**config.mk**
```make
export PLATFORM = sky130hd
export DESIGN_NAME = lsu_bus_master
export DESIGN_NICKNAME = d
export VERILOG_FILES = /design/src/mem_bus_pkg.sv /design/src/lsu_pkg.sv /design/src/lsu_bus_master.sv
export SDC_FILE = /design/constraint.sdc
export NUM_CORES = 1
export LEC_CHECK = 0
export BUFFER_PORTS_ARGS = -buffer_cell sky130_fd_sc_hd__buf_2
export CORE_MARGIN = 4
export CORE_UTILIZATION = 45
export DETAILED_ROUTE_END_ITERATION = 10
export PLACE_DENSITY = 0.82
export SLEW_MARGIN = 40
export SYNTH_ARGS = -nofsm -noshare
export SYNTH_HDL_FRONTEND = slang
export SYNTH_SLANG_ARGS = --single-unit
```
**constraint.sdc**
```tcl
create_clock -name clk -period 10.3 [get_ports clk]
set_input_delay 2.06 -clock clk [delete_from_list [all_inputs] [get_ports clk]]
set_output_delay 2.06 -clock clk [all_outputs]
set_load 0.005 [all_outputs]
```
**src/mem_bus_pkg.sv**
```systemverilog
// memory encodings: address/data types, funct3 codes, wishbone classic request/response structs

package mem_bus_pkg;

    //////////////////////////////////////////////////////////////////////
    // basic widths

    // byte address and data word
    typedef logic [31:0] addr_t;
    typedef logic [31:0] data_t;

    // riscv funct3 field of a load or store
    typedef logic [2:0] fn3_t;

    //////////////////////////////////////////////////////////////////////
    // funct3 width codes

    // loads, bit 2 set means zero extension
    localparam fn3_t LB  = 3'b000;
    localparam fn3_t LH  = 3'b001;
    localparam fn3_t LW  = 3'b010;
    localparam fn3_t LBU = 3'b100;
    localparam fn3_t LHU = 3'b101;

    // stores share the low bits with the loads
    localparam fn3_t SB  = 3'b000;
    localparam fn3_t SH  = 3'b001;
    localparam fn3_t SW  = 3'b010;

    //////////////////////////////////////////////////////////////////////
    // wishbone classic

    // master side, adr is a word address
    typedef struct packed {
        logic        cyc;
        logic        stb;
        logic        we;
        logic [3:0]  sel;
        logic [29:0] adr;
        data_t       dat;
    } wb_req_t;

    // slave side
    typedef struct packed {
        logic  ack;
        data_t dat;
    } wb_rsp_t;

endpackage

```
**src/lsu_pkg.sv**
```systemverilog
// load/store unit types: instruction id, issue request, bus transaction and completion structs

package lsu_pkg;

    import mem_bus_pkg::*;

    //////////////////////////////////////////////////////////////////////
    // instruction ids

    // 3 bits, up to 8 operations in flight
    localparam int ID_W = 3;
    typedef logic [ID_W-1:0] id_t;

    //////////////////////////////////////////////////////////////////////
    // issue side

    // one memory op as issued
    // forwarded_store: store data still in flight, comes from data_id later
    typedef struct packed {
        addr_t addr;
        logic  load;
        logic  store;
        fn3_t  fn3;
        data_t data_in;
        id_t   id;
        logic  forwarded_store;
        id_t   data_id;
    } lsq_request_t;

    //////////////////////////////////////////////////////////////////////
    // queue to bus master

    // oldest op, data_in already replicated into byte lanes
    typedef struct packed {
        addr_t addr;
        logic  load;
        logic  store;
        fn3_t  fn3;
        data_t data_in;
        id_t   id;
    } lsq_transaction_t;

    // completion report, data is zero for stores
    typedef struct packed {
        id_t   id;
        logic  load;
        data_t data;
    } lsq_done_t;

endpackage

```
**src/lsu_bus_master.sv**
```systemverilog
// lsu_bus_master: wishbone classic master, byte selects, load alignment and extension, completion

module lsu_bus_master
    import mem_bus_pkg::*;
    import lsu_pkg::*;
(
    input  logic             clk,
    input  logic             rst,

    // from the queue
    input  logic             transaction_ready,
    input  lsq_transaction_t transaction,
    output logic             accepted,

    // wishbone
    output wb_req_t          wb_req,
    input  wb_rsp_t          wb_rsp,

    // completion
    output logic             done_valid,
    output lsq_done_t        done
);

    typedef enum logic {
        IDLE,
        BUS
    } state_t;

    state_t           state;
    lsq_transaction_t txn_r;
    logic [3:0]       sel;
    data_t            shifted;
    data_t            load_result;
    logic             bus_done;

    //////////////////////////////////////////////////////////////////////
    // control

    // take the oldest op whenever idle
    assign accepted = (state == IDLE) & transaction_ready;
    assign bus_done = (state == BUS) & wb_rsp.ack;

    always_ff @(posedge clk) begin
        if (rst)
            state <= IDLE;
        else if (accepted)
            state <= BUS;
        else if (bus_done)
            state <= IDLE;
    end

    // latched op for the whole bus cycle
    always_ff @(posedge clk) begin
        if (accepted)
            txn_r <= transaction;
    end

    //////////////////////////////////////////////////////////////////////
    // bus request

    // lanes from width and offset
    always_comb begin
        case (txn_r.fn3[1:0])
            SB[1:0]: sel = 4'b0001 << txn_r.addr[1:0];
            SH[1:0]: sel = 4'b0011 << txn_r.addr[1:0];
            default: sel = 4'b1111;
        endcase
    end

    // cyc and stb together until ack
    always_comb begin
        wb_req.cyc = (state == BUS);
        wb_req.stb = (state == BUS);
        wb_req.we  = txn_r.store;
        wb_req.sel = sel;
        wb_req.adr = txn_r.addr[31:2];
        wb_req.dat = txn_r.data_in;
    end

    //////////////////////////////////////////////////////////////////////
    // load data

    // move addressed byte down to bit 0
    assign shifted = wb_rsp.dat >> {txn_r.addr[1:0], 3'b000};

    always_comb begin
        case (txn_r.fn3)
            LB:      load_result = {{24{shifted[7]}}, shifted[7:0]};
            LH:      load_result = {{16{shifted[15]}}, shifted[15:0]};
            LBU:     load_result = {24'b0, shifted[7:0]};
            LHU:     load_result = {16'b0, shifted[15:0]};
            default: load_result = shifted;
        endcase
    end

    // one pulse per op, stores report zero
    always_ff @(posedge clk) begin
        if (rst)
            done_valid <= 1'b0;
        else
            done_valid <= bus_done;
    end

    always_ff @(posedge clk) begin
        if (bus_done) begin
            done.id   <= txn_r.id;
            done.load <= txn_r.load;
            done.data <= txn_r.load ? load_result : '0;
        end
    end

endmodule

```
# Yosys cells after proc, flatten, opt, wreduce, memory -nomap -nowiden
# Cells that the tools add are included.
# totals
out_inout_bits	107
input_bits	108
regBits	110
# op_classes
n_eq_ne	4
n_bitwise	3
shift	3
muxes	4
reduce_logical	3
# ops
cell	count
case mux 32 bit (4 select lines)	1
right shift 32 x 5 -> 32 bit	1
case mux 4 bit (2 select lines)	1
equality test 3 bit (second input constant)	2
left shift 1 x 2 -> 4 bit (first input constant)	1
left shift 2 x 2 -> 4 bit (first input constant)	1
equality test 3 x 1 -> 1 bit (second input constant)	1
zero test 3 bit	1
AND 1 bit	2
equality test 2 x 1 -> 1 bit (second input constant)	1
zero test 2 bit	1
2-to-1 mux 1 bit	2
nonzero test 2 bit	1
NOT 1 bit	1

# Logic depth before layout (Yosys ltp)
# Gate-level depths: netlist of run 1.
# depth
depth_word	3
ltp_mapped	6

# Worst setup path after synthesis of run 1
# No wires, ideal clock.
# synth_timing
path_kind	input-to-output
startpoint	in transaction_ready
endpoint	out accepted
arrival_time_ns	5.310
path_slack_ns	2.930
required_time_ns	8.240
cell_stages	1
path_cell_list	nor2b_1
# synth_between
elab_chain_cells	1
# synth_rtl
item	line_no	source
start, declared	lsu_bus_master.sv:11	input logic transaction_ready,
AND 1 bit	lsu_bus_master.sv:40	assign accepted = (state == IDLE) & transaction_ready;
end, declared	lsu_bus_master.sv:13	output logic accepted,
# No other way between the ends.

# Final worst setup path of run 1
# Ends and elaborated chain as after synthesis.

==> key figures, run 1 <==
Status
  • Status: completed

Critical path
  • Critical Path Max Stage Delay: between 0.15 and 0.2 ns
  • Crit-path leading delay family: buffers and inverters
  • Buffer and inverter count on the worst path: 2
  • Worst path slowest cell: nor2b_4
  • CP most frequent cell: buf_2
  • Arr. time, crit path: around 2.4 ns
  • Worst EP required: 8.24 ns
  • Startpoint types: input port
  • Crit Path Max Fanout: 2
  • CP cell instances: buf_2, nor2b_4, buf_2
  • Setup CP Type: in2out
  • CP Capture Type: output port

Logic synthesis
  • Cell Area, Synth: about 0.0046 mm^2
  • Syn_area_per_cell: ~16 um^2
  • Synth Flop Type: edfxtp_1
  • Post-synth EDFFs: between 100 and 150
  • Top cells by area, synth: edfxtp_1 (71%), buf_4 (11%), mux2i_1 (3.9%)
  • Post-Synthesis Cells: ~300
  • Top cell type's share of synthesized area: 0.708
  • Biggest area consumer among synthesized cells: edfxtp_1
  • Post-synth top cells: edfxtp_1 (108), buf_4 (67), nand2_1 (22)
  • Seq cells post-synth: between 100 and 150
  • Most used standard cell by instance count after synthesis: edfxtp_1
  • Syn_nets: a little over 400
  • Post-synth ARST share: 0
  • Seq/Total Area, Yosys: 0.717
  • Netlist cell types: 27
  • Ys Warns: 0

Clocking
  • Clock-pin slew on the worst setup and hold paths: roughly 0.1 ns
  • Setup bufs post-CTS: 0
  • CTS H-tree lvls: 3
  • PostCTS Resize Cnt: 0
  • Clk Latency, worst-skew pair: ~0.37 ns
  • TritonCTS clock tree: yes
  • Cell at the root of the clock tree: clkbuf_8
  • Cts bufs inserted: 9
  • Longest Clk Path Bufs: 2
  • # hold bufs at CTS: 0
  • Clock tree sinks: 110

STA
  • Fin crit period: between 4 and 5 ns
  • Final Setup Violations: 0
  • Final period util: 0.436
  • Fin. Hold Viols: 0
  • Worst Skew: around 0.015 ns
  • Measured slew at the worst slew-check pin: between 0.7 and 0.8 ns
  • Setup TNS: 0 ns
  • Max Freq: 223 MHz
  • RSZ-0062 raised after global routing: false
  • Fin Hold WS: approximately 0.43 ns
  • Slew Limit Headroom: 0.505
  • Slew Limit Fails: 0

GRT
  • Total GRT Usage: 0.158
  • First-pass GRT wire length: roughly 14000 um
  • Vias in the first global route: approximately 2600
  • Largest net degree at the start of global routing: 74
  • Congestion Overflow GR: 0
  • Initial antenna violation count: 0

Place
  • DP HPWL: around 7600 um
  • GPL Wtd Cong: about 0.85
  • # port buffers: 214
  • Dpl cell area: between 0.005 and 0.006 mm^2

Floorplanning
  • Core area: 0.00986 mm^2
  • Die Width: ~110 um
  • IO Pins: between 200 and 250
  • Die height: 109 um
  • Die ar.: about 0.012 mm^2
  • Starting Density: 0.464
  • Cell row count: 36

Cells and area
  • Area delta synth->final: 20.4%
  • Multi-input combinational cell area: between 700 and 800 um^2
  • Fillers: just over 800
  • FF/Latch Area: approximately 0.0033 mm^2
  • Post-layout util: 0.559
  • Diodes inserted: 0
  • Design area: 0.00552 mm^2
  • Final nets: 557
  • Share of cells above drive strength 1: 0.548

Route
  • Drt pass-1 iters: 4
  • Via Count: 2816
  • DRC Markers: 0
  • Wire per inst: around 17 um
  • Routed wire length: slightly below 10000 um
  • Iteration-0 DRC Markers: roughly 160
  • Vias/cell: roughly 4.8
  • Antenna viol nets, final: 0

Worst hold path
  • Hold crit path type: reg2reg

Pwr
  • Power Dens Cells: around 160 mW/mm^2
  • Worst vdd ir: roughly 0.08 mV
  • LEAKAGE: 2.42 nW
  • Tot Pwr: ~870 uW

Job
  • Max-cap violations: 0
worst register-to-register path: stages, from the launching register on:
cell and delay [ns]:
edfxtp_1 0.34, buf_4 0.37, mux2i_1 0.39, mux2i_1 0.22, o211ai_2 0.63, o21ai_0 0.24
registers in the layout (all words and copies together) (netlist names):
| signal | flops |
|---|---|
| wb_req | 63 |
| done | 36 |
| txn_r | 9 |
| done_valid | 1 |
| state | 1 |
layout by cell type (no fill, tap or decap), types with 2 or more instances in the layout:
cell type / instances
edfxtp_1: 108
inv_8: 2
mux2_2: 8
dfxtp_1: 2
o211a_1: 7
buf_2: 214
nand2b_1: 2
nor2b_1: 5
o21ai_0: 9
clkbuf_8: 9
nand2_1: 22
o21ai_2: 3
nor2_1: 17
inv_6: 3
o21bai_1: 2
a211oi_1: 7
mux2i_1: 18
report_power, final:
group	internal (mW)	switching, mW	total, mW
clock	0.0970	0.157	0.254
combinational	0.0430	0.0467	0.0898
sequential	0.520	0.00808	0.528
metal layers:
metal  wire [um]  GRT usage  part of all wire  up-vias
met5           0          0                 0        -
met4         167     0.0631             0.017        0
met3         779     0.0420             0.079       13
met2        5190      0.265              0.53      119
met1        3700      0.194              0.38     1363
li1            -          -                 -     1321
worst paths after layout:
path	start	to	slack (ns)	cells after the start
hold / removal	txn_r[2]	done[35]	0.43	0
setup / recovery	transaction_ready	accepted	5.81	3
setup reg to reg	txn_r[40]	done[31]	7.81	5
hold reg to reg	txn_r[2]	done[35]	0.43	0
layout make-up:
class                           instances  share of cell area
Multi-Input combinational cell        111               0.139
Clock buffer                            9              0.0225
Tap cell                              133              0.0302
Clock inverter                          7              0.0127
Sequential cell                       110               0.595
Timing Repair Buffer                  217               0.200
stage by stage:
| step | worst slack [ns] | cells |
|---|---|---|
| after detailed placement | 5.82 | 570 |
| after CTS | 5.82 | 586 |
| after global routing | 5.77 | 587 |
| final | 5.81 | 587 |
| after global placement | 5.81 | 570 |
| after floorplan | 2.93 | 295 |
cells by family after synthesis:
logic type             count (synthesis)  synth area share
flip-flops                           110             0.717
buffers and inverters                 74             0.118
AND/OR/NAND/NOR                       52            0.0511
AO/OA/AOI/OAI                         33            0.0554
multiplexers                          26            0.0590
Note: power is estimated with default switching activity, not from simulation.
==> inputs of run 2 (changes only) <==
==> constraint.sdc (replaced) <==
create_clock -name clk -period 4.3 [get_ports clk]
set_input_delay 0.86 -clock clk [delete_from_list [all_inputs] [get_ports clk]]
set_output_delay 0.86 -clock clk [all_outputs]
set_load 0.005 [all_outputs]
==> run 2 against run 1 <==
Compared with the run above: hold slack about the same; sequential share of layout area up 0.16 points; non-clock buffer count unchanged.
==> key figures, run 2 (synthesis gave the netlist of run 1 again) <==
GRT
  • Initial antenna violation count: 0 (unchanged)
  • Total GRT Usage: 0.161 (+0.00344)
  • Vias in the first global route: 2640 (unchanged)
  • First-pass GRT wire length: 14100 um (+0.49%)
  • Congestion Overflow GR: 0 (unchanged)
  • Largest net degree at the start of global routing: 74 (unchanged)

Cells and area
  • Fillers: 810 (-0.61%)
  • Max reg flops: 63 (unchanged)
  • Most frequent cells in the layout: buf_2 (214), edfxtp_1 (108), nand2_1 (22), mux2i_1 (18), nor2_1 (17)
  • Cell Count, Final, Fillers Out: 587 (unchanged)
  • Post-layout util: 0.558 (-0.00152)
  • Design area: 0.00550 mm^2 (-0.27%)
  • Final nets: 557 (unchanged)
  • Area delta synth->final: 20.1%
  • Diodes inserted: 0 (unchanged)
  • Share of cells above drive strength 1: 0.546 (-0.00220)
  • Most common cell after layout, fill and taps aside: buf_2

Critical path
  • Setup CP Type: reg2out
  • Worst EP required: 3.44 ns (-4.80 ns)
  • Arr. time, crit path: 1.81 ns (-0.62 ns)
  • CP cell instances: buf_4, nor2b_1, a211o_1, buf_2
  • CP Capture Type: output port
  • Startpoint types: flip-flop
  • Buffer and inverter count on the worst path: 2 (unchanged)
  • Crit-path leading delay family: simple AND/OR/NAND/NOR gates
  • Worst path slowest cell: nor2b_1
  • Critical Path Max Stage Delay: 0.48 ns (+0.32 ns)
  • Crit Path Max Fanout: 31 (+29)

STA
  • Max Freq: between 300 and 400 MHz
  • Setup WS post-layout: 1.63 ns (-4.18 ns)
  • Slew Limit Headroom: 0.523 (+0.0177)
  • Slew Limit Fails: 0 (unchanged)
  • Fin Hold WS: 0.432 ns (-0.000435 ns)
  • Fin. Hold Viols: 0 (unchanged)
  • Final period util: 0.621
  • Final Setup Violations: 0 (unchanged)
  • Fin crit period: ~2.7 ns
  • Worst Skew: 0.00679 ns (-0.00799 ns)
  • Setup TNS: 0 ns (unchanged)
  • RSZ-0062 raised after global routing: false
  • Measured slew at the worst slew-check pin: 0.714 ns (-0.0265 ns)

Route
  • Wire per inst: 17.2 um (+2.8%)
  • Drt pass-1 iters: 4 (unchanged)
  • Via Count: 2785 (-1.1%)
  • DRC Markers: 0 (unchanged)
  • Iteration-0 DRC Markers: 224 (+37%)
  • Antenna viol nets, final: 0 (unchanged)
  • Routed wire length: 10100 um (+2.8%)
  • Vias/cell: 4.74 (-1.1%)

Clocking
  • CTS H-tree lvls: 3 (unchanged)
  • Setup bufs post-CTS: 0 (unchanged)
  • Clock-pin slew on the worst setup and hold paths: 0.10 ns (about the same)
  • TritonCTS clock tree: yes
  • Clock tree sinks: 110 (unchanged)
  • PostCTS Resize Cnt: 0 (unchanged)
  • Longest Clk Path Bufs: 2 (unchanged)
  • Cell at the root of the clock tree: clkbuf_8
  • # hold bufs at CTS: 0 (unchanged)
  • Cts bufs inserted: 9 (unchanged)
  • Clk Latency, worst-skew pair: 0.37 ns (about the same)

Floorplanning
  • Die ar.: 0.0119 mm^2 (unchanged)
  • IO Pins: 215 (unchanged)
  • Die height: 109 um (unchanged)
  • Core area: 0.00986 mm^2 (unchanged)
  • Die Width: 109 um (unchanged)
  • Starting Density: 0.464 (unchanged)
  • Cell row count: 36 (unchanged)

Place
  • Pre-CTS setup slack: 1.66 ns (-4.16 ns)
  • GPL Wtd Cong: 0.918 (+8.3%)
  • DP HPWL: 7880 um (+4.3%)
  • # port buffers: 214 (unchanged)
  • Post-placement cell count: 570 (unchanged)
  • Dpl cell area: 0.00530 mm^2 (unchanged)

Job
  • Max-cap violations: 0 (unchanged)

Pwr
  • Worst vdd ir: 0.178 mV (+130%)
  • Power Dens Cells: 375 mW/mm^2 (+140%)
  • Tot Pwr: 2.06 mW (+140%)
  • LEAKAGE: 2.41 nW (-0.45%)

Status
  • Status: completed

Worst hold path
  • Hold crit path type: reg2reg
-- run 2: power breakdown --
part	internal, mW	switching, mW
logic	0.103	0.114
registers	1.25	0.0188
clock network	0.223	0.357
-- run 2: layout make-up --
cell class | instances | area (um^2) | share of cell area
flip-flops and latches | 110 | 3280 | 0.597
repair buffers | 217 | 1100 | 0.200
multi-input cells | 111 | 768 | 0.140
well taps | 133 | 166 | 0.0302
clock buffers | 10 | 128 | 0.0232
clock inverters | 6 | 55.1 | 0.0100
-- run 2: layer usage --
layer | track usage | vias to the layer above | wire, um
li1 | - | 1314 | -
met1 | 0.198 | 1330 | 3810
met2 | 0.272 | 124 | 5340
met3 | 0.0361 | 17 | 759
met4 | 0.0748 | 0 | 204
met5 | 0 | - | 0
-- run 2: worst reg2reg max path: cells and delay by family, from the launching register on --
kind	cells	cell delay, ns
compound gates	2	0.87
flops	1	0.33
buf+inv	1	0.37
mux	2	0.56
-- run 2: worst paths after layout --
path | from | end | slack (ns) | cells past startpoint
worst max-delay path | txn_r[40] | wb_req[64] | 1.63 | 4
worst min-delay path | txn_r[0] | done[33] | 0.43 | 0
worst min register to register | txn_r[0] | done[33] | 0.43 | 0
worst max register to register | txn_r[40] | done[18] | 1.87 | 5
==> inputs of run 3 (changes only) <==
==> constraint.sdc (replaced) <==
create_clock -name clk -period 2.5 [get_ports clk]
set_input_delay 0.5 -clock clk [delete_from_list [all_inputs] [get_ports clk]]
set_output_delay 0.5 -clock clk [all_outputs]
set_load 0.005 [all_outputs]
==> run 3 against run 2 <==
Compared with the run above: routed wire length is 3.3% higher; design area is 0.68% higher; flip-flop and latch count stayed put; via count is 1.1% higher; critical path type unchanged; sequential share of layout area is 0.40 points lower; register-to-register slack worse by 1.6 ns; clock power is 84% higher; combinational power is 75% higher; final cell count is 0.17% higher.
==> key figures, run 3 (synthesis gave the netlist of run 1 again) <==
Status
  • Status: completed

GRT
  • Initial antenna violation count: 0 (unchanged)
  • Total GRT Usage: 0.168 (+0.00673)
  • Vias in the first global route: 2788 (+5.6%)
  • First-pass GRT wire length: 14900 um (+5.5%)
  • Congestion Overflow GR: 0 (unchanged)
  • Largest net degree at the start of global routing: 66 (-11%)

Clocking
  • Cts bufs inserted: 9 (unchanged)
  • # hold bufs at CTS: 0 (unchanged)
  • Clock-pin slew on the worst setup and hold paths: 0.13 ns (+0.03 ns)
  • Setup bufs post-CTS: 0 (unchanged)
  • Longest Clk Path Bufs: 2 (unchanged)
  • PostCTS Resize Cnt: 0 (unchanged)
  • Cell at the root of the clock tree: clkbuf_8
  • Clk Latency, worst-skew pair: 0.37 ns (about the same)
  • TritonCTS clock tree: yes
  • Clock tree sinks: 110 (unchanged)
  • CTS H-tree lvls: 3 (unchanged)

Route
  • DRC Markers: 0 (unchanged)
  • Vias/cell: 4.79 (+0.91%)
  • Wire per inst: 17.8 um (+3.2%)
  • Iteration-0 DRC Markers: 170 (-24%)
  • Antenna viol nets, final: 0 (unchanged)
  • Routed wire length: 10400 um (+3.3%)
  • Drt pass-1 iters: 4 (unchanged)
  • Via Count: 2815 (+1.1%)

STA
  • Max Freq: ~430 MHz
  • Measured slew at the worst slew-check pin: 0.760 ns (+0.0461 ns)
  • Slew Limit Fails: 0 (unchanged)
  • Final Setup Violations: 0 (unchanged)
  • RSZ-0062 raised after global routing: false
  • Slew Limit Headroom: 0.492 (-0.0308)
  • Setup TNS: 0 ns (unchanged)
  • Fin crit period: roughly 2.3 ns
  • Final period util: 0.933
  • Fin. Hold Viols: 0 (unchanged)
  • Worst Skew: 0.0174 ns (+0.0106 ns)

Pwr
  • Sw Ratio: 0.249 (+0.0117)
  • LEAKAGE: 2.42 nW (+0.73%)
  • Power Dens Cells: 655 mW/mm^2 (+75%)
  • NetSw: 905 uW (+85%)
  • Comb pwr share: 0.104 (about the same)
  • Tot Pwr: 3.63 mW (+76%)
  • Clk pwr share: 0.296 (+0.015)
  • Worst vdd ir: 0.314 mV (+77%)
  • Internal power: 2.72 mW (+73%)
  • Sequential share of power: 0.600 (-0.013)

Critical path
  • Setup CP Type: reg2out
  • Arr. time, crit path: 1.83 ns (+0.02 ns)
  • Startpoint types: flip-flop
  • CP cell instances: nor2b_1, a211o_1, buf_2
  • Crit Path Max Fanout: 9 (-71%)
  • Crit-path leading delay family: simple AND/OR/NAND/NOR gates
  • Worst path slowest cell: nor2b_1
  • Critical Path Max Stage Delay: 0.62 ns (+0.14 ns)
  • Buffer and inverter count on the worst path: 1 (-1)
  • Worst EP required: 2.00 ns (-1.44 ns)
  • Reg-to-reg setup timing slack: 0.23 ns (-1.64 ns)
  • CP Capture Type: output port

Cells and area
  • Max reg flops: 63 (unchanged)
  • Diodes inserted: 0 (unchanged)
  • Area delta synth->final: 20.9%
  • Most frequent cells in the layout: buf_2 (214), edfxtp_1 (108), nand2_1 (22), mux2i_1 (18), nor2_1 (17)
  • Final nets: 558 (+0.18%)
  • Design area: 0.00554 mm^2 (+0.68%)
  • Most common cell after layout, fill and taps aside: buf_2
  • Fillers: 789 (-2.6%)
  • Share of cells above drive strength 1: 0.547 (+0.000997)

Floorplanning
  • Core area: 0.00986 mm^2 (unchanged)
  • Die height: 109 um (unchanged)
  • Die Width: 109 um (unchanged)
  • Cell row count: 36 (unchanged)
  • Starting Density: 0.464 (unchanged)
  • IO Pins: 215 (unchanged)
  • Die ar.: 0.0119 mm^2 (unchanged)

Worst hold path
  • Hold crit path type: in2reg

Place
  • Dpl cell area: 0.00533 mm^2 (+0.47%)
  • DP HPWL: 8090 um (+2.7%)
  • # port buffers: 214 (unchanged)
  • GPL Wtd Cong: 0.884 (-3.7%)

Job
  • Max-cap violations: 0 (unchanged)
run 3: cell types whose count changed in the layout (fill, tap and decap cells not counted), moves of 2 or more:
cell and delta:
buf_4 +2, buf_6 -2, clkinv_8 +3, inv_8 -2
run 3: stage by stage:
step	cells	worst slack, ns	util	hold slack [ns]
floorplan	295	0.353	-	0.400
global placement	572	0.379	0.540	0.407
detailed placement	572	0.279	0.540	0.411
CTS	588	0.191	0.562	0.272
global route	588	0.0735	0.562	0.253
finish	588	0.167	0.562	0.284
run 3: worst paths after layout:
path / cells after the start / start / endpoint
setup / recovery: 3 / txn_r[40] / wb_req[64]
hold / removal: 1 / transaction[46] / wb_req[36]
setup reg to reg: 4 / txn_r[40] / done[18]
hold reg to reg: 0 / txn_r[2] / done[35]
run 3: power groups by stage:
stage | combinational, mW | sequential [mW] | clock (mW)
finish | 0.379 | 2.18 | 1.07
global route | 0.415 | 2.19 | 1.18
CTS | 0.381 | 2.18 | 1.10
detailed placement | 0.380 | 2.22 | 0
global placement | 0.367 | 2.22 | 0
floorplan | 0.238 | 2.21 | 0
run 3: cell type report:
| class | count | area [um^2] | area share |
|---|---|---|---|
| sequential | 110 | 3280 | 0.593 |
| timing repair buffer | 218 | 1110 | 0.201 |
| multi-input combinational | 111 | 766 | 0.138 |
| tap | 133 | 166 | 0.0300 |
| clock buffer | 9 | 124 | 0.0224 |
| clock inverter | 7 | 86.3 | 0.0156 |
run 3: layer usage:
metal / GRT usage / routed length (um)
met4: 0.0469 / 140
met1: 0.207 / 3950
met2: 0.292 / 5600
met3: 0.0444 / 756
met5: 0 / 0
